$ cat src/verilog/xfer_pkg.sv
package xfer_pkg;

    localparam int MASTER_COUNT = 2;
    localparam int DATA_W       = 16;
    localparam int ADDR_W       = 12;    // covers the deepest slave
    localparam int BANK_DEPTH   = 16;    // external words per master
    localparam int CREDIT_MAX   = 4;     // receiver buffer size in beats

    // depth per slave id where reserved id 3 maps onto the last entry
    localparam int SLAVE_DEPTHS [3] = '{4096, 4096, 2048};

    typedef logic [DATA_W-1:0] data_t;
    typedef logic [ADDR_W-1:0] addr_t;
    typedef logic [1:0]        slave_id_t;
    typedef logic [4:0]        bank_cnt_t;     // 0 .. 16
    typedef logic [3:0]        bank_ptr_t;
    typedef logic [2:0]        credit_t;       // 0 .. 4
    typedef logic [0:0]        master_sel_t;

    typedef enum logic [3:0] {
        ST_SLAVE_SEL,
        ST_RW_SEL,
        ST_EXT_SEL,
        ST_EXT_M0,
        ST_EXT_M1,
        ST_ADDR_M0,
        ST_ADDR_M1,
        ST_COUNT_M0,
        ST_COUNT_M1,
        ST_CONFIG,
        ST_READY,
        ST_RUN,
        ST_FINISHED
    } setup_state_t;

    typedef enum logic [1:0] {BEAT_HDR, BEAT_FIRST, BEAT_LAST, BEAT_DATA} beat_kind_t;

endpackage : xfer_pkg
$ cat src/verilog/xfer_ifs.sv
`timescale 1ns/1ps

// per-master transfer settings held steady through the config phase
interface xfer_cfg_if import xfer_pkg::*; ();
    slave_id_t                slave_id   [MASTER_COUNT];
    logic [MASTER_COUNT-1:0]  wr;        // 1 = write
    logic [MASTER_COUNT-1:0]  ext;       // use words from the data bank
    logic [MASTER_COUNT-1:0]  burst;
    addr_t                    first_addr [MASTER_COUNT];
    addr_t                    last_addr  [MASTER_COUNT];

    modport src (
        output slave_id, wr, ext, burst, first_addr, last_addr
    );

    modport sink (
        input  slave_id, wr, ext, burst, first_addr, last_addr
    );
endinterface : xfer_cfg_if

// combinational read port into the external data bank
interface bank_rd_if import xfer_pkg::*; ();
    master_sel_t sel;
    bank_ptr_t   idx;
    data_t       word;
    bank_cnt_t   count;    // words stored for sel

    modport bank (
        input  sel, idx,
        output word, count
    );

    modport reader (
        output sel, idx,
        input  word, count
    );
endinterface : bank_rd_if

$ cat src/verilog/xfer_setup_top.sv
`timescale 1ns/1ps

module xfer_setup_top import xfer_pkg::*; (
    input  logic                    clk,
    input  logic                    rstN,
    input  logic                    step,
    input  logic                    next_word,
    input  data_t                   sw,
    input  logic                    cmd_credit,
    input  logic [MASTER_COUNT-1:0] done,
    output setup_state_t            phase,
    output logic                    cmd_valid,
    output master_sel_t             cmd_master,
    output beat_kind_t              cmd_kind,
    output data_t                   cmd_data,
    output logic [MASTER_COUNT-1:0] start,
    output addr_t                   rd_addr
);

    logic                    stream_done;
    logic                    both_done;
    logic [MASTER_COUNT-1:0] ext_pending;

    xfer_cfg_if cfg_if ();
    bank_rd_if  rd_if ();

    setup_ctrl i_setup_ctrl (.clk, .rstN, .step, .sw, .stream_done, .both_done,
                             .phase, .ext_pending);

    data_bank i_data_bank (.clk, .rstN, .phase, .next_word, .sw, .rd(rd_if.bank));

    transfer_regs i_transfer_regs (.clk, .rstN, .phase, .step, .sw, .ext_pending,
                                   .cfg(cfg_if.src));

    cmd_streamer i_cmd_streamer (.clk, .rstN, .phase, .cmd_credit,
                                 .cfg(cfg_if.sink), .rd(rd_if.reader),
                                 .cmd_valid, .cmd_master, .cmd_kind, .cmd_data, .stream_done);

    run_monitor i_run_monitor (.clk, .rstN, .phase, .step, .next_word, .sw, .done,
                               .start, .both_done, .rd_addr);

endmodule : xfer_setup_top

$ cat src/verilog/run_monitor.sv
`timescale 1ns/1ps

module run_monitor import xfer_pkg::*; (
    input  logic                    clk,
    input  logic                    rstN,
    input  setup_state_t            phase,
    input  logic                    step,
    input  logic                    next_word,
    input  data_t                   sw,
    input  logic [MASTER_COUNT-1:0] done,
    output logic [MASTER_COUNT-1:0] start,
    output logic                    both_done,
    output addr_t                   rd_addr
);

    logic [MASTER_COUNT-1:0] done_seen;   // sticky per master
    logic                    go;

    assign go        = step && (phase == ST_READY);
    assign both_done = &done_seen;

    always_ff @(posedge clk or negedge rstN) begin
        if (!rstN) begin
            start     <= '0;
            done_seen <= '0;
            rd_addr   <= '0;
        end else begin
            start <= {MASTER_COUNT{go}};   // single cycle pulse to both masters together
            if (go) done_seen <= '0;
            else if (phase == ST_RUN) done_seen <= done_seen | done;
            if (phase == ST_FINISHED && next_word) begin
                rd_addr <= sw[ADDR_W-1:0];
            end
        end
    end

    a_start_pulse: assert property (
        @(posedge clk) disable iff (!rstN)
        (start != '0) |=> (start == '0)
    ) else $error("start held for more than one cycle");

endmodule : run_monitor

$ cat src/verilog/cmd_streamer.sv
`timescale 1ns/1ps

module cmd_streamer import xfer_pkg::*; (
    input  logic         clk,
    input  logic         rstN,
    input  setup_state_t phase,
    input  logic         cmd_credit,
    xfer_cfg_if.sink     cfg,
    bank_rd_if.reader    rd,
    output logic         cmd_valid,
    output master_sel_t  cmd_master,
    output beat_kind_t   cmd_kind,
    output data_t        cmd_data,
    output logic         stream_done
);

    master_sel_t m;
    beat_kind_t  kind;
    bank_ptr_t   idx;
    logic        fin;        // every beat of both masters sent
    credit_t     credit;
    logic        has_data;
    logic        last_word;
    logic        mst_end;    // this beat closes the current master

    assign has_data  = cfg.ext[m] && (rd.count != '0);
    assign last_word = (bank_cnt_t'(idx) + bank_cnt_t'(1)) == rd.count;
    assign mst_end   = cmd_valid && ((kind == BEAT_LAST && !has_data) ||
                                     (kind == BEAT_DATA && last_word));

    assign cmd_valid  = (phase == ST_CONFIG) && !fin && (credit != '0);
    assign cmd_master = m;
    assign cmd_kind   = kind;
    assign rd.sel     = m;
    assign rd.idx     = idx;

    always_comb begin
        unique case (kind)
            BEAT_HDR:   cmd_data = DATA_W'({cfg.slave_id[m], cfg.wr[m], cfg.ext[m], cfg.burst[m]});
            BEAT_FIRST: cmd_data = DATA_W'(cfg.first_addr[m]);
            BEAT_LAST:  cmd_data = DATA_W'(cfg.last_addr[m]);
            default:    cmd_data = rd.word;
        endcase
    end

    always_ff @(posedge clk or negedge rstN) begin
        if (!rstN) begin
            m <= '0;
            kind <= BEAT_HDR;
            idx <= '0;
            fin <= 1'b0;
            stream_done <= 1'b0;
        end else if (phase != ST_CONFIG) begin
            m <= '0;             // rearm for the next config pass
            kind <= BEAT_HDR;
            idx <= '0;
            fin <= 1'b0;
            stream_done <= 1'b0;
        end else begin
            stream_done <= mst_end && (m == master_sel_t'(MASTER_COUNT - 1));
            if (mst_end && m == master_sel_t'(MASTER_COUNT - 1)) begin
                fin <= 1'b1;
            end else if (mst_end) begin
                m    <= m + 1'b1;
                kind <= BEAT_HDR;
                idx  <= '0;
            end else if (cmd_valid) begin
                unique case (kind)
                    BEAT_HDR:   kind <= BEAT_FIRST;
                    BEAT_FIRST: kind <= BEAT_LAST;
                    BEAT_LAST:  kind <= BEAT_DATA;   // idx already at 0
                    default:    idx  <= idx + 1'b1;
                endcase
            end
        end
    end

    // one credit per beat and one back per return pulse
    always_ff @(posedge clk or negedge rstN) begin
        if (!rstN) begin
            credit <= credit_t'(CREDIT_MAX);
        end else if (cmd_valid && !cmd_credit) begin
            credit <= credit - 1'b1;
        end else if (cmd_credit && !cmd_valid) begin
            credit <= credit + 1'b1;
        end
    end

    a_credit_bound: assert property (
        @(posedge clk) disable iff (!rstN)
        (credit <= credit_t'(CREDIT_MAX)) &&
        !(cmd_credit && !cmd_valid && credit == credit_t'(CREDIT_MAX))
    ) else $error("credit counter out of range, credit=%0d", credit);

endmodule : cmd_streamer

$ cat src/verilog/transfer_regs.sv
`timescale 1ns/1ps

module transfer_regs import xfer_pkg::*; (
    input  logic                    clk,
    input  logic                    rstN,
    input  setup_state_t            phase,
    input  logic                    step,
    input  data_t                   sw,
    input  logic [MASTER_COUNT-1:0] ext_pending,
    xfer_cfg_if.src                 cfg
);

    master_sel_t     cm;         // master addressed by the current addr/count state
    addr_t           sw_addr;
    addr_t           limit;
    logic [ADDR_W:0] sum;        // one spare bit for the carry
    addr_t           last_clamped;

    function automatic int depth_of(slave_id_t id);
        return (id == 2'd3) ? SLAVE_DEPTHS[2] : SLAVE_DEPTHS[id];
    endfunction

    assign cm      = master_sel_t'(phase == ST_ADDR_M1 || phase == ST_COUNT_M1);
    assign sw_addr = sw[ADDR_W-1:0];
    assign limit   = addr_t'(depth_of(cfg.slave_id[cm]) - 1);
    assign sum     = {1'b0, cfg.first_addr[cm]} + {1'b0, sw_addr};
    assign last_clamped = (sum > {1'b0, limit}) ? limit : sum[ADDR_W-1:0];

    always_ff @(posedge clk or negedge rstN) begin
        if (!rstN) begin
            cfg.slave_id <= '{default: '0};
            cfg.wr       <= '0;
            cfg.ext      <= '0;
            cfg.burst    <= '0;
        end else if (step) begin
            unique case (phase)
                ST_SLAVE_SEL: begin
                    cfg.slave_id[0] <= sw[1:0];
                    cfg.slave_id[1] <= sw[3:2];
                end
                ST_RW_SEL:   cfg.wr  <= sw[MASTER_COUNT-1:0];
                ST_ADDR_M0:  cfg.ext <= ext_pending;     // ext choice is settled by now
                ST_COUNT_M0,
                ST_COUNT_M1: cfg.burst[cm] <= (sw_addr != '0);
                default: ;
            endcase
        end
    end

    always_ff @(posedge clk) begin
        if (step && (phase == ST_ADDR_M0 || phase == ST_ADDR_M1)) begin
            cfg.first_addr[cm] <= sw_addr;
        end
        if (step && (phase == ST_COUNT_M0 || phase == ST_COUNT_M1)) begin
            cfg.last_addr[cm] <= last_clamped;   // capped at slave depth - 1
        end
    end

endmodule : transfer_regs

$ cat src/verilog/data_bank.sv
`timescale 1ns/1ps

module data_bank import xfer_pkg::*; (
    input  logic         clk,
    input  logic         rstN,
    input  setup_state_t phase,
    input  logic         next_word,
    input  data_t        sw,
    bank_rd_if.bank      rd
);

    data_t       mem   [MASTER_COUNT][BANK_DEPTH];
    bank_cnt_t   count [MASTER_COUNT];
    master_sel_t wr_sel;
    bank_ptr_t   wr_ptr;
    logic        wr_en;

    assign wr_sel = master_sel_t'(phase == ST_EXT_M1);
    assign wr_ptr = bank_ptr_t'(count[wr_sel]);   // next free slot
    assign wr_en  = next_word && (phase == ST_EXT_M0 || phase == ST_EXT_M1) &&
                    (count[wr_sel] < bank_cnt_t'(BANK_DEPTH));   // full bank drops words

    always_ff @(posedge clk) begin
        if (wr_en) begin
            mem[wr_sel][wr_ptr] <= sw;
        end
    end

    always_ff @(posedge clk or negedge rstN) begin
        if (!rstN) begin
            count <= '{default: '0};
        end else if (wr_en) begin
            count[wr_sel] <= count[wr_sel] + 1'b1;
        end
    end

    assign rd.word  = mem[rd.sel][rd.idx];
    assign rd.count = count[rd.sel];

    // streamer must stay inside the words actually entered
    a_rd_in_range: assert property (
        @(posedge clk) disable iff (!rstN)
        (phase == ST_CONFIG && rd.count != '0) |-> (bank_cnt_t'(rd.idx) < rd.count)
    ) else $error("bank read index %0d beyond count %0d", rd.idx, rd.count);

endmodule : data_bank

$ cat src/verilog/setup_ctrl.sv
`timescale 1ns/1ps

module setup_ctrl import xfer_pkg::*; (
    input  logic                    clk,
    input  logic                    rstN,
    input  logic                    step,
    input  data_t                   sw,
    input  logic                    stream_done,
    input  logic                    both_done,
    output setup_state_t            phase,
    output logic [MASTER_COUNT-1:0] ext_pending
);

    setup_state_t state_nxt;

    always_ff @(posedge clk or negedge rstN) begin
        if (!rstN) begin
            phase       <= ST_SLAVE_SEL;
            ext_pending <= '0;
        end else begin
            phase <= state_nxt;
            if (step && phase == ST_EXT_SEL) begin
                ext_pending <= sw[MASTER_COUNT-1:0];  // masters that take entered data
            end
        end
    end

    always_comb begin
        state_nxt = phase;
        unique case (phase)
            ST_SLAVE_SEL: begin
                if (step) state_nxt = ST_RW_SEL;
            end
            ST_RW_SEL: begin
                if (step) state_nxt = ST_EXT_SEL;
            end
            ST_EXT_SEL: begin
                if (step) begin
                    unique case (sw[1:0])
                        2'b00:   state_nxt = ST_ADDR_M0;
                        2'b10:   state_nxt = ST_EXT_M1;
                        default: state_nxt = ST_EXT_M0;  // 01 and 11 start with master 0
                    endcase
                end
            end
            ST_EXT_M0: begin
                if (step) begin
                    state_nxt = (ext_pending == 2'b11) ? ST_EXT_M1 : ST_ADDR_M0;
                end
            end
            ST_EXT_M1: begin
                if (step) state_nxt = ST_ADDR_M0;
            end
            ST_ADDR_M0: begin
                if (step) state_nxt = ST_ADDR_M1;
            end
            ST_ADDR_M1: begin
                if (step) state_nxt = ST_COUNT_M0;
            end
            ST_COUNT_M0: begin
                if (step) state_nxt = ST_COUNT_M1;
            end
            ST_COUNT_M1: begin
                if (step) state_nxt = ST_CONFIG;
            end
            ST_CONFIG: begin
                // left on its own once the streamer has sent everything
                if (stream_done) state_nxt = ST_READY;
            end
            ST_READY: begin
                if (step) state_nxt = ST_RUN;
            end
            ST_RUN: begin
                if (both_done) state_nxt = ST_FINISHED;
            end
            ST_FINISHED: begin
                state_nxt = ST_FINISHED;   // held until reset
            end
            default: begin
                state_nxt = ST_SLAVE_SEL;
            end
        endcase
    end

    // the streamer may only finish while configuration is under way
    a_done_in_config: assert property (
        @(posedge clk) disable iff (!rstN)
        stream_done |-> phase == ST_CONFIG
    ) else $error("stream_done outside ST_CONFIG");

endmodule : setup_ctrl

$ cat config.mk
export PLATFORM = sky130hd
export DESIGN_NAME = xfer_setup_top
export DESIGN_NICKNAME = d
export VERILOG_FILES = /design/src/verilog/xfer_pkg.sv /design/src/verilog/xfer_ifs.sv /design/src/verilog/xfer_setup_top.sv /design/src/verilog/run_monitor.sv /design/src/verilog/cmd_streamer.sv /design/src/verilog/transfer_regs.sv /design/src/verilog/data_bank.sv /design/src/verilog/setup_ctrl.sv
export SDC_FILE = /design/constraint.sdc
export NUM_CORES = 1
export LEC_CHECK = 0
export BUFFER_PORTS_ARGS = -buffer_cell sky130_fd_sc_hd__clkbuf_2
export CAP_MARGIN = 20
export CORE_ASPECT_RATIO = 1.25
export CORE_MARGIN = 2
export CORE_UTILIZATION = 30
export DETAILED_ROUTE_END_ITERATION = 10
export GPL_TIMING_DRIVEN = 0
export PLACE_DENSITY = 0.46
export SLEW_MARGIN = 20
export SYNTH_ARGS = -nofsm -noshare
export SYNTH_HDL_FRONTEND = slang
export SYNTH_SLANG_ARGS = --single-unit
$ cat constraint.sdc
create_clock -name clk -period 5.1 [get_ports clk]
set_input_delay 0.765 -clock clk [delete_from_list [all_inputs] [get_ports clk]]
set_output_delay 0.765 -clock clk [all_outputs]
set_load 0.01 [all_outputs]
==> results of run 1 <==
[layout by cell type (no fill, tap or decap), types with 10 or more instances in the layout]
cell / n
o221ai_1: 16
mux2i_1: 106
mux2_2: 51
nand3_1: 28
nand2_1: 46
inv_1: 20
o21ai_0: 68
nor2_1: 36
clkinv_2: 13
edfxtp_1: 560
a211oi_1: 18
buf_6: 14
xor2_1: 10
clkbuf_16: 74
o22ai_1: 17
mux4_2: 96
buf_2: 27
buf_8: 18
clkbuf_1: 64
a21oi_1: 36
ha_1: 24
clkinv_1: 12
dfrtp_1: 50
clkbuf_2: 53
nor2_2: 31
[layer usage]
metal | vias to the layer above | track usage [%] | routed length [um]
li1 | 6092 | - | -
met1 | 7353 | 21.63 | 30520
met2 | 347 | 29.33 | 36880
met3 | 82 | 2.399 | 3157
met4 | 2 | 5.627 | 1960
met5 | - | 0 | 13
[through the flow]
step | area (um2) | power [uW] | instances | hold slack [ps] | setup WS [ps]
3_3_place_gp | 26860 | 7769 | 2566 | 489.0 | -1065
2_1_floorplan | 25220 | 7134 | 1427 | 450.5 | 299.0
6_report | 29680 | 12620 | 2728 | 60.66 | 168.6
3_5_place_dp | 27450 | 7863 | 2601 | 490.2 | -1059
5_1_grt | 29670 | 13150 | 2725 | 58.78 | 17.64
4_1_cts | 29660 | 12740 | 2725 | 31.15 | 62.14
[cell usage after synthesis (22+ instances only)]
cell      count
buf_2        22
o21ai_0      68
nand2_1      46
a21oi_1      37
nand3_1      28
ha_1         24
nor2_1       71
dfrtp_1      52
clkbuf_1     50
mux2i_1     106
edfxtp_1    560
mux2_2       51
mux4_2       96
[how the worst max path moves through the flow]
stage,start,endpoint,slack (ps),cells past startpoint
after global routing,i_cmd_streamer.rd.idx[0]$_DFFE_PN0P_,cmd_data[11],20,9
after global placement,i_setup_ctrl.phase[2]$_DFFE_PN0P_,i_transfer_regs.cfg.last_addr[14]$_DFFE_PP_,-1070,20
after floorplan,i_setup_ctrl.phase[2]$_DFFE_PN0P_,i_transfer_regs.cfg.last_addr[16]$_DFFE_PP_,300,20
after detailed placement,i_setup_ctrl.phase[2]$_DFFE_PN0P_,i_transfer_regs.cfg.last_addr[2]$_DFFE_PP_,-1060,20
final,i_cmd_streamer.rd.idx[0]$_DFFE_PN0P_,cmd_data[4],170,9
after CTS,i_setup_ctrl.phase[1]$_DFFE_PN0P_,i_transfer_regs.cfg.last_addr[12]$_DFFE_PP_,60,19
[repair_timing]
item                       in CTS  in global routing
setup endpoints to repair      34                 14
buffers inserted                0                  1
cloned                          0                  0
gates resized for setup        10                  2
[final cells by class]
cell class                      instances  area [um2]  area share [%]
Antenna cell                            3       7.507         0.02529
Buffer                                 76       339.1           1.142
Clock buffer                           94        1937           6.526
Clock inverter                         33       250.2          0.8431
Inverter                               20       75.07          0.2529
Multi-Input combinational cell        714        6797           22.90
Sequential cell                       613       18150           61.14
Tap cell                             1080        1351           4.553
Timing Repair Buffer                   95       778.2           2.622
[critical path, stage by stage, from the launching register on]
cell and delay [ps]:
dfrtp_1 380, buf_2 290, clkbuf_1 520, clkbuf_1 710, mux4_2 420, a21oi_1 430
o21ai_0 160, nand3_1 110, o21ai_0 290, clkbuf_2 240
[registers in the layout, indices dropped and copies added (netlist names)]
signal,cells
i_transfer_regs.cfg.burst,2
i_cmd_streamer.fin,1
i_cmd_streamer.cmd_kind,2
i_run_monitor.rd_addr,12
i_cmd_streamer.cmd_master,1
i_setup_ctrl.phase,4
i_data_bank.mem,512
i_transfer_regs.cfg.wr,2
i_cmd_streamer.stream_done,1
i_transfer_regs.cfg.first_addr,24
i_setup_ctrl.ext_pending,2
i_cmd_streamer.credit,3
i_cmd_streamer.rd.idx,4
i_data_bank.count,10
i_transfer_regs.cfg.slave_id,4
i_run_monitor.start,1
i_transfer_regs.cfg.last_addr,24
i_transfer_regs.cfg.ext,2
i_run_monitor.done_seen,2
[power breakdown]
group	internal (uW)	switching [uW]	total, uW	leakage [uW]
clock	2820	2000	4830	0.00107
combinational	670	1160	1830	0.00263
sequential	5810	142	5960	0.00572
total	9310	3310	12600	0.00942
[logic make-up (layout without fill, tap and decap cells)]
family	after synthesis	after routing	share of synthesized area, %
buffers and inverters	100	318	1.627
XOR/XNOR	20	20	0.7492
adder cells (fa/ha/maj)	26	26	1.350
other	0	3	0
AND/OR/NAND/NOR	202	202	3.786
multiplexers	253	253	15.06
AO/OA/AOI/OAI	213	213	5.483
flip-flops	613	613	71.95
==> results.py, run 1 <==
metrics = {
    "outcome": {
        "status": "completed",
    },
    "yosys": {
        "synth-main-ff-cell": "edfxtp_1",
        "netlist-cell-type-count": 60,
        "synthesis.nets": 1476,
        "synth_edf_count": 560,
        "async_reset_ff_share_pct": 8.646,
        "synth_area_leaders": "edfxtp_1 (67%), mux4_2 (8.6%), dfrtp_1 (5.2%)",
        "ys_seq_area_share_pct": 71.95,
        "ys_ff_latch": 613,
        "synth_top_area_cell": "edfxtp_1",
        "synth_top_cell_area_share_pct": 66.68,
        "netlist_area_um2": 25220,
        "yosysWarnings": 0,
        "syn_area_per_cell_um2": 17.67,
        "synth_cells": 1427,
    },
    "timing": {
        "finalSetupTns_ps": 0,
        "fin_skew_ps": 25.35,
        "period_needed_ps": 4931,
        "rsz0062_at_grt": "false",
        "slew_headroom_pct": 23.99,
        "worstMarginPinSlew_ps": 1140,
        "fmax_mhz": 202.8,
        "hold_viol": 0,
        "setup_viol": 0,
        "period_share_pct": 96.69,
        "drv_slew": 0,
    },
    "setup_path": {
        "crit_type": "reg -> out",
        "start_kind": "flop",
        "rrSetupSlack_ps": 260,
        "end_kind": "primary output",
        "cp.arrival_ps": 4170,
        "r2r-end": "i_transfer_regs.cfg.last_addr[12]$_DFFE_PP_",
        "critPathRequiredTime_ps": 4340,
        "reg2reg_depth": 19,
        "r2r-start": "i_setup_ctrl.phase[1]$_DFFE_PN0P_",
        "path_max_fanout": 10,
    },
    "finish": {
        "drive_gt1_share_pct": 25.11,
        "fill_cells": 7793,
        "fin_util_pct": 35.71,
        "final_nets": 1639,
        "area_growth_pct": 17.70,
    },
    "clocking": {
        "cts_hold_buffers": 0,
        "clockRootBuffer": "clkbuf_16",
        "clock_path_buffers": 3,
        "clock_sinks": 613,
        "cts_tree": "done",
        "cts_made_buffers": 70,
        "insertion_delay_ps": 610,
        "clk_pin_slew_ps": 60,
        "h-tree-depth": 3,
    },
    "detailed_routing": {
        "drt_iter0_markers": 1114,
        "first_pass_iters": 5,
        "via_count": 13876,
        "routed_wirelength_um": 72530,
        "antenna_left": 0,
        "drc": 0,
        "wire_per_inst_um": 26.59,
        "via_per_inst": 5.087,
    },
    "min_path": {
        "hold_class": "in -> async",
    },
    "global_route": {
        "grt-ovfl-total": 0,
        "grt_pass1_vias": 14340,
        "grt_max_degree": 42,
        "grt_use_total_pct": 16.85,
        "grt_pass1_wl_um": 104100,
        "antenna_found_initial": 1,
    },
    "place": {
        "port_buffers": 59,
        "dp_hpwl_um": 48950,
        "routabilityCongestion": 0.8518,
    },
    "floorplan": {
        "die_w_um": 263.3,
        "coreArea_um2": 83120,
        "die_y_um": 328.2,
        "rows": 118,
        "io_pins": 61,
        "start_util_pct": 30.34,
        "die-area_um2": 86410,
    },
    "job": {
        "drv_cap": 0,
    },
    "power": {
        "p_per_area_nw_per_um2": 425.1,
        "peakVddDrop_mv": 0.2173,
        "power.leakage_uw": 0.009422,
    },
}
Power figures use the tool's default switching activity.
==> inputs of run 2 (changes only) <==
--- a/config.mk
+++ b/config.mk
@@ -5,14 +5,16 @@
 export SDC_FILE = /design/constraint.sdc
 export NUM_CORES = 1
 export LEC_CHECK = 0
+export ABC_AREA = 1
 export BUFFER_PORTS_ARGS = -buffer_cell sky130_fd_sc_hd__clkbuf_2
 export CAP_MARGIN = 20
 export CORE_ASPECT_RATIO = 1.25
 export CORE_MARGIN = 2
-export CORE_UTILIZATION = 30
+export CORE_UTILIZATION = 56
 export DETAILED_ROUTE_END_ITERATION = 10
 export GPL_TIMING_DRIVEN = 0
-export PLACE_DENSITY = 0.46
+export PLACE_DENSITY = 0.75
+export RECOVER_POWER = 50
 export SLEW_MARGIN = 20
 export SYNTH_ARGS = -nofsm -noshare
 export SYNTH_HDL_FRONTEND = slang
==> results.py, run 2 <==
metrics = {
    "finish": {
        "layout_commonest_cell": "edfxtp_1",
        "final_area_um2": 29350,
        "top_register": "i_data_bank.mem",
        "sequential_cell_area_um2": 18140,
        "final_nets": 2415,
        "final_cell_mix": "edfxtp_1 (560), nand2_1 (341), o21ai_0 (291)",
        "drive_gt1_share_pct": 12.62,
        "multi_input_area_um2": 6868,
        "largest_reg_flops": 512,
        "area_growth_pct": 13.54,
        "reg_top3": "i_data_bank.mem (512), i_transfer_regs.cfg.first_addr (24), i_transfer_regs.cfg.last_addr (24)",
        "antenna-diode-count": 0,
        "fill_cells": 3398,
    },
    "min_path": {
        "hold_class": "in -> reg",
    },
    "clocking": {
        "clock_sinks": 613,
        "clk_pin_slew_ps": 60,
        "clockRootBuffer": "clkbuf_16",
        "clock_path_buffers": 3,
        "cts_made_buffers": 56,
        "insertion_delay_ps": 620,
        "cts_tree": "done",
        "h-tree-depth": 2,
    },
    "timing": {
        "rsz0062_at_grt": "false",
        "setup_viol": 0,
        "period_share_pct": 90.65,
        "fmax_mhz": 216.3,
        "slew_headroom_pct": -94.94,
        "fin_skew_ps": 23.27,
        "worstMarginPinSlew_ps": 2924,
        "finalSetupTns_ps": 0,
        "hold_viol": 0,
        "period_needed_ps": 4623,
        "drv_slew": 632,
    },
    "yosys": {
        "synth_top_area_cell": "edfxtp_1",
        "netlist_area_um2": 25850,
        "netlist-cell-type-count": 46,
        "synth_top_cell_area_share_pct": 65.05,
        "ys_ff_latch": 613,
        "synth_common_cells": "edfxtp_1 (560), nand2_1 (341), o21ai_0 (293), nor2_1 (277), inv_1 (105)",
        "synth_edf_count": 560,
        "synth_cells": 2189,
        "synthesis.nets": 2238,
        "yosysWarnings": 0,
        "async_reset_ff_share_pct": 8.646,
        "synthMostInstantiatedCell": "edfxtp_1",
        "syn_area_per_cell_um2": 11.81,
        "ys_seq_area_share_pct": 70.19,
        "synth_area_leaders": "edfxtp_1 (65%), o21ai_0 (5.7%), dfrtp_1 (5.0%)",
        "synth-main-ff-cell": "edfxtp_1",
    },
    "place": {
        "dp_hpwl_um": 55110,
        "place_area_um2": 27560,
        "port_buffers": 60,
        "routabilityCongestion": 1.004,
    },
    "setup_path": {
        "cp.arrival_ps": 4970,
        "critPathMostFrequentCell": "nand2_1",
        "end_kind": "flop",
        "path_max_fanout": 36,
        "start_kind": "primary input",
        "max_stage_delay_ps": 1630,
        "critPathRequiredTime_ps": 5440,
        "path_cells": "clkbuf_1 -> ha_1 -> nand2_1 -> nand2_1 -> a21oi_1 -> inv_1 -> nand2_1 -> nand3_1 -> xor2_1 -> ha_1 -> nand2_1 -> nor2_1 -> nand3_1 -> nor2_1 -> nand3_1 -> nor2_1 -> nand2_1 -> nand2_2 -> nand2_1 -> inv_2 -> nand2_1",
        "cp_slowest_cell": "clkbuf_1",
        "crit_type": "in -> reg",
    },
    "outcome": {
        "status": "complete, but fails checks",
        "violations": "capacitance limit, slew limit",
    },
    "power": {
        "peakVddDrop_mv": 0.2996,
        "power.leakage_uw": 0.01061,
        "p_per_area_nw_per_um2": 434.2,
    },
    "job": {
        "drv_cap": 17,
    },
    "detailed_routing": {
        "antenna_left": 0,
        "routed_wirelength_um": 79780,
        "drt_iter0_markers": 2624,
        "via_per_inst": 6.371,
        "via_count": 19076,
        "drc": 0,
        "first_pass_iters": 6,
        "wire_per_inst_um": 26.65,
    },
    "global_route": {
        "grt_pass1_wl_um": 116300,
        "grt_pass1_vias": 18417,
        "grt_max_degree": 54,
        "grt_use_total_pct": 33.50,
        "antenna_found_initial": 0,
        "grt-ovfl-total": 0,
    },
    "floorplan": {
        "start_util_pct": 56.30,
        "die_y_um": 244.2,
        "die-area_um2": 47910,
        "die_w_um": 196.2,
        "coreArea_um2": 45910,
        "io_pins": 61,
        "rows": 88,
    },
}
==> run 2: per-stage QoR <==
step | util, % | hold slack [ps] | power, uW | std cells | worst slack, ps
2_1_floorplan | - | 447.8 | 7525 | 2189 | 1363
3_3_place_gp | 58.55 | 466.9 | 8387 | 2834 | 405.9
3_5_place_dp | 60.02 | 474.2 | 8511 | 2894 | 414.8
4_1_cts | 64.05 | 260.2 | 12700 | 2995 | 380.8
5_1_grt | 63.93 | 474.0 | 13170 | 2994 | 164.9
6_report | 63.93 | 428.8 | 12750 | 2994 | 477.0
==> run 2: critical path, delay by kind of cell <==
family,cells,cell delay [ps]
buffers and inverters,3,1850
AND/OR/NAND/NOR,14,1110
adder cells (fa/ha/maj),2,810
AO/OA/AOI/OAI,1,240
XOR/XNOR,1,170
==> run 2: area by class of cell <==
type                       instances  share of cell area, %
clock inverter                    32                  1.253
buffer                           118                  1.884
sequential                       613                  61.82
inverter                         115                  1.471
clock buffer                      69                  5.043
timing repair buffer             120                  2.639
tap                              585                  2.494
multi-input combinational       1342                  23.40
==> run 2: final timing paths <==
check / from / end / slack [ps] / cells after the start
worst min-delay path: done[1] / i_run_monitor.done_seen[1]$_DFFE_PN0P_ / 430 / 5
worst max register to register: i_setup_ctrl.phase[0]$_DFFE_PN0P_ / i_transfer_regs.cfg.last_addr[3]$_DFFE_PP_ / 690 / 26
worst min register to register: i_transfer_regs.cfg.slave_id[3]$_DFFE_PN0P_ / i_transfer_regs.cfg.slave_id[3]$_DFFE_PN0P_ / 490 / 2
min in group asynchronous: rstN / i_setup_ctrl.phase[1]$_DFFE_PN0P_ / 1090 / 1
max in group asynchronous: rstN / i_data_bank.count[2]$_DFFE_PN0P_ / 2360 / 1
worst max-delay path: sw[4] / i_transfer_regs.cfg.last_addr[3]$_DFFE_PP_ / 480 / 21
==> run 2: kinds of logic (layout without fill, tap and decap cells) <==
kind of cell / count (synthesis) / count (layout) / synth area share, %
compound gates: 508 / 508 / 11.29
xor+xnor: 5 / 5 / 0.1694
fa+ha+maj: 26 / 26 / 1.317
buf+inv: 234 / 454 / 3.824
flops: 613 / 613 / 70.19
mux: 15 / 15 / 0.6050
simple gates: 788 / 788 / 12.60
==> run 2: repair_timing <==
action | CTS | global route
gates resized for setup | 0 | 2
buffers inserted | 0 | 0
hold buffers | 0 | 0
setup endpoints to repair | 0 | 18
==> run 2: where the power goes <==
| part | switching (uW) | total (uW) | internal [uW] |
|---|---|---|---|
| clock | 1860 | 4280 | 2420 |
| combinational | 1850 | 2570 | 723 |
| sequential | 136 | 5890 | 5750 |
==> run 2: per-layer routing <==
metal	share of wire (%)	track usage [%]	vias up
met5	0	0	-
met4	8.4	23.33	0
met3	10	5.806	318
met2	47	53.86	1289
met1	35	41.62	9226
li1	-	-	8243
==> inputs of run 3 (changes only) <==
--- a/config.mk
+++ b/config.mk
@@ -8,9 +8,11 @@
 export ABC_AREA = 1
 export BUFFER_PORTS_ARGS = -buffer_cell sky130_fd_sc_hd__clkbuf_2
 export CAP_MARGIN = 20
+export CELL_PAD_IN_SITES_DETAIL_PLACEMENT = 0
+export CELL_PAD_IN_SITES_GLOBAL_PLACEMENT = 1
 export CORE_ASPECT_RATIO = 1.25
 export CORE_MARGIN = 2
-export CORE_UTILIZATION = 56
+export CORE_UTILIZATION = 46
 export DETAILED_ROUTE_END_ITERATION = 10
 export GPL_TIMING_DRIVEN = 0
 export PLACE_DENSITY = 0.75
==> results.py, run 3 (same netlist as run 2, synthesis figures left out) <==
metrics = {
    "job": {
        "drv_cap": 16,
    },
    "global_route": {
        "grt_use_total_pct": 29.08,
        "grt-ovfl-total": 0,
        "grt_pass1_wl_um": 121300,
        "grt_max_degree": 54,
        "antenna_found_initial": 1,
        "grt_pass1_vias": 18114,
    },
    "finish": {
        "layout_commonest_cell": "edfxtp_1",
        "top_register": "i_data_bank.mem",
        "final_nets": 2425,
        "stdcell_count": 3166,
        "area_growth_pct": 15.05,
        "antenna-diode-count": 0,
        "largest_reg_flops": 512,
        "reg_top3": "i_data_bank.mem (512), i_transfer_regs.cfg.first_addr (24), i_transfer_regs.cfg.last_addr (24)",
        "drive_gt1_share_pct": 13.33,
        "final_cell_mix": "edfxtp_1 (560), nand2_1 (341), o21ai_0 (293)",
    },
    "timing": {
        "finalSetupTns_ps": 0,
        "setup_ws_ps": 320.4,
        "fmax_mhz": 209.2,
        "period_share_pct": 93.72,
        "hold_ws_ps": 414.3,
        "drv_slew": 574,
        "fin_skew_ps": 14.95,
        "period_needed_ps": 4780,
        "rsz0062_at_grt": "false",
        "setup_viol": 0,
        "hold_viol": 0,
        "slew_headroom_pct": -93.66,
        "worstMarginPinSlew_ps": 2905,
    },
    "place": {
        "dp_hpwl_um": 58920,
        "routabilityCongestion": 0.9645,
        "dp.cells": 3059,
        "port_buffers": 60,
        "dp_slack_ps": 309.8,
    },
    "detailed_routing": {
        "via_count": 18727,
        "antenna_left": 0,
        "wire_per_inst_um": 26.52,
        "drc": 0,
        "drt_iter0_markers": 2051,
        "first_pass_iters": 6,
        "via_per_inst": 5.915,
        "routed_wirelength_um": 83960,
    },
    "clocking": {
        "clock_sinks": 613,
        "clockRootBuffer": "clkbuf_16",
        "cts_tree": "done",
        "h-tree-depth": 2,
        "cts_made_buffers": 58,
        "postCtsSetupRepairBufs": 0,
        "clk_pin_slew_ps": 60,
        "cts_hold_buffers": 0,
        "cts_resized": 0,
        "clock_path_buffers": 3,
        "insertion_delay_ps": 630,
    },
    "floorplan": {
        "die-area_um2": 58120,
        "die_y_um": 269.0,
        "coreArea_um2": 55830,
        "die_w_um": 216.0,
        "rows": 97,
        "io_pins": 61,
        "start_util_pct": 46.30,
    },
    "setup_path": {
        "critPathMostFrequentCell": "nand2_1",
        "reg2reg_depth": 25,
        "max_stage_delay_ps": 1680,
        "end_kind": "flop",
        "critPathRequiredTime_ps": 5460,
        "r2r-end": "i_transfer_regs.cfg.last_addr[3]$_DFFE_PP_",
        "path_cells": "clkbuf_1 -> inv_1 -> fa_1 -> inv_1 -> nand3_1 -> nand2_1 -> nand2_1 -> nand3b_1 -> nand2_1 -> nor2_1 -> nand2_1 -> nand2_2 -> nand2_1 -> inv_2 -> nand2_1",
        "cp.arrival_ps": 5140,
        "path_max_fanout": 36,
        "rrSetupSlack_ps": 720,
        "crit_type": "in -> reg",
        "cp_slowest_cell": "clkbuf_1",
        "r2r-start": "i_setup_ctrl.phase[2]$_DFFE_PN0P_",
        "start_kind": "primary input",
    },
    "outcome": {
        "violations": "capacitance limit, slew limit",
        "status": "complete, but fails checks",
    },
    "min_path": {
        "hold_end": "i_run_monitor.done_seen[0]$_DFFE_PN0P_",
        "hold_depth": 5,
        "hold_class": "in -> reg",
        "holdCritStartpoint": "done[0]",
    },
    "power": {
        "peakVddDrop_mv": 0.3856,
        "power.leakage_uw": 0.01074,
        "p_per_area_nw_per_um2": 436.9,
        "total_power_uw": 12990,
    },
}
## run 3: cell count changes in the layout (fill, tap and decap cells not counted), moves of 2 or more
cell | previous run | this run
clkinv_1 | 8 | 11
clkbuf_8 | 3 | 0
clkbuf_2 | 32 | 44
clkbuf_16 | 56 | 59
bufinv_16 | 7 | 10
o21ai_0 | 291 | 293
buf_4 | 48 | 55
clkbuf_1 | 97 | 90
o21ai_1 | 10 | 8
## run 3: per-stage QoR
step	util (%)	cell area [um2]
finish	53.27	29740
global route	53.27	29740
CTS	53.35	29780
detailed placement	49.82	27810
global placement	48.50	27080
floorplan	-	25850
## run 3: final cells by class
| cell class | count | area [um2] |
|---|---|---|
| buffer | 118 | 553.0 |
| fill | 4857 | 26090 |
| multi-input combinational | 1342 | 6868 |
| clock buffer | 73 | 1529 |
| clock inverter | 35 | 441.7 |
| timing repair buffer | 128 | 845.8 |
| tap | 742 | 928.4 |
| sequential | 613 | 18140 |
| inverter | 115 | 431.7 |
## run 3: report_power, final
group          switching, uW  internal, uW  total, uW
clock                   1900          2630       4520
sequential               134          5760       5890
combinational           1850           733       2580
## run 3: routing by layer
metal | routed length [um] | up-vias | GRT usage, % | part of all wire [%]
li1 | - | 8282 | - | -
met1 | 31700 | 9260 | 36.27 | 38
met2 | 41390 | 979 | 50.49 | 49
met3 | 6411 | 206 | 3.700 | 7.6
met4 | 4463 | 0 | 14.11 | 5.3
met5 | 0 | - | 0 | 0
## run 3: worst max-delay path by stage
stage                                            startpoint                                         end  cells after the start
after global placement    i_setup_ctrl.phase[2]$_DFFE_PN0P_           i_data_bank.mem[0][203]$_DFFE_PP_                     10
after floorplan           i_setup_ctrl.phase[3]$_DFFE_PN0P_  i_transfer_regs.cfg.last_addr[0]$_DFFE_PP_                     28
after detailed placement  i_setup_ctrl.phase[3]$_DFFE_PN0P_  i_transfer_regs.cfg.last_addr[3]$_DFFE_PP_                     28
final                                                 sw[1]  i_transfer_regs.cfg.last_addr[3]$_DFFE_PP_                     15
after global routing                                  sw[1]  i_transfer_regs.cfg.last_addr[3]$_DFFE_PP_                     15
after CTS                 i_setup_ctrl.phase[3]$_DFFE_PN0P_  i_transfer_regs.cfg.last_addr[3]$_DFFE_PP_                     28
## run 3: critical path, delay by kind of cell
family | cells | cell delay (ps)
adder cells (fa/ha/maj) | 1 | 630
buffers and inverters | 4 | 2680
AND/OR/NAND/NOR | 10 | 1040
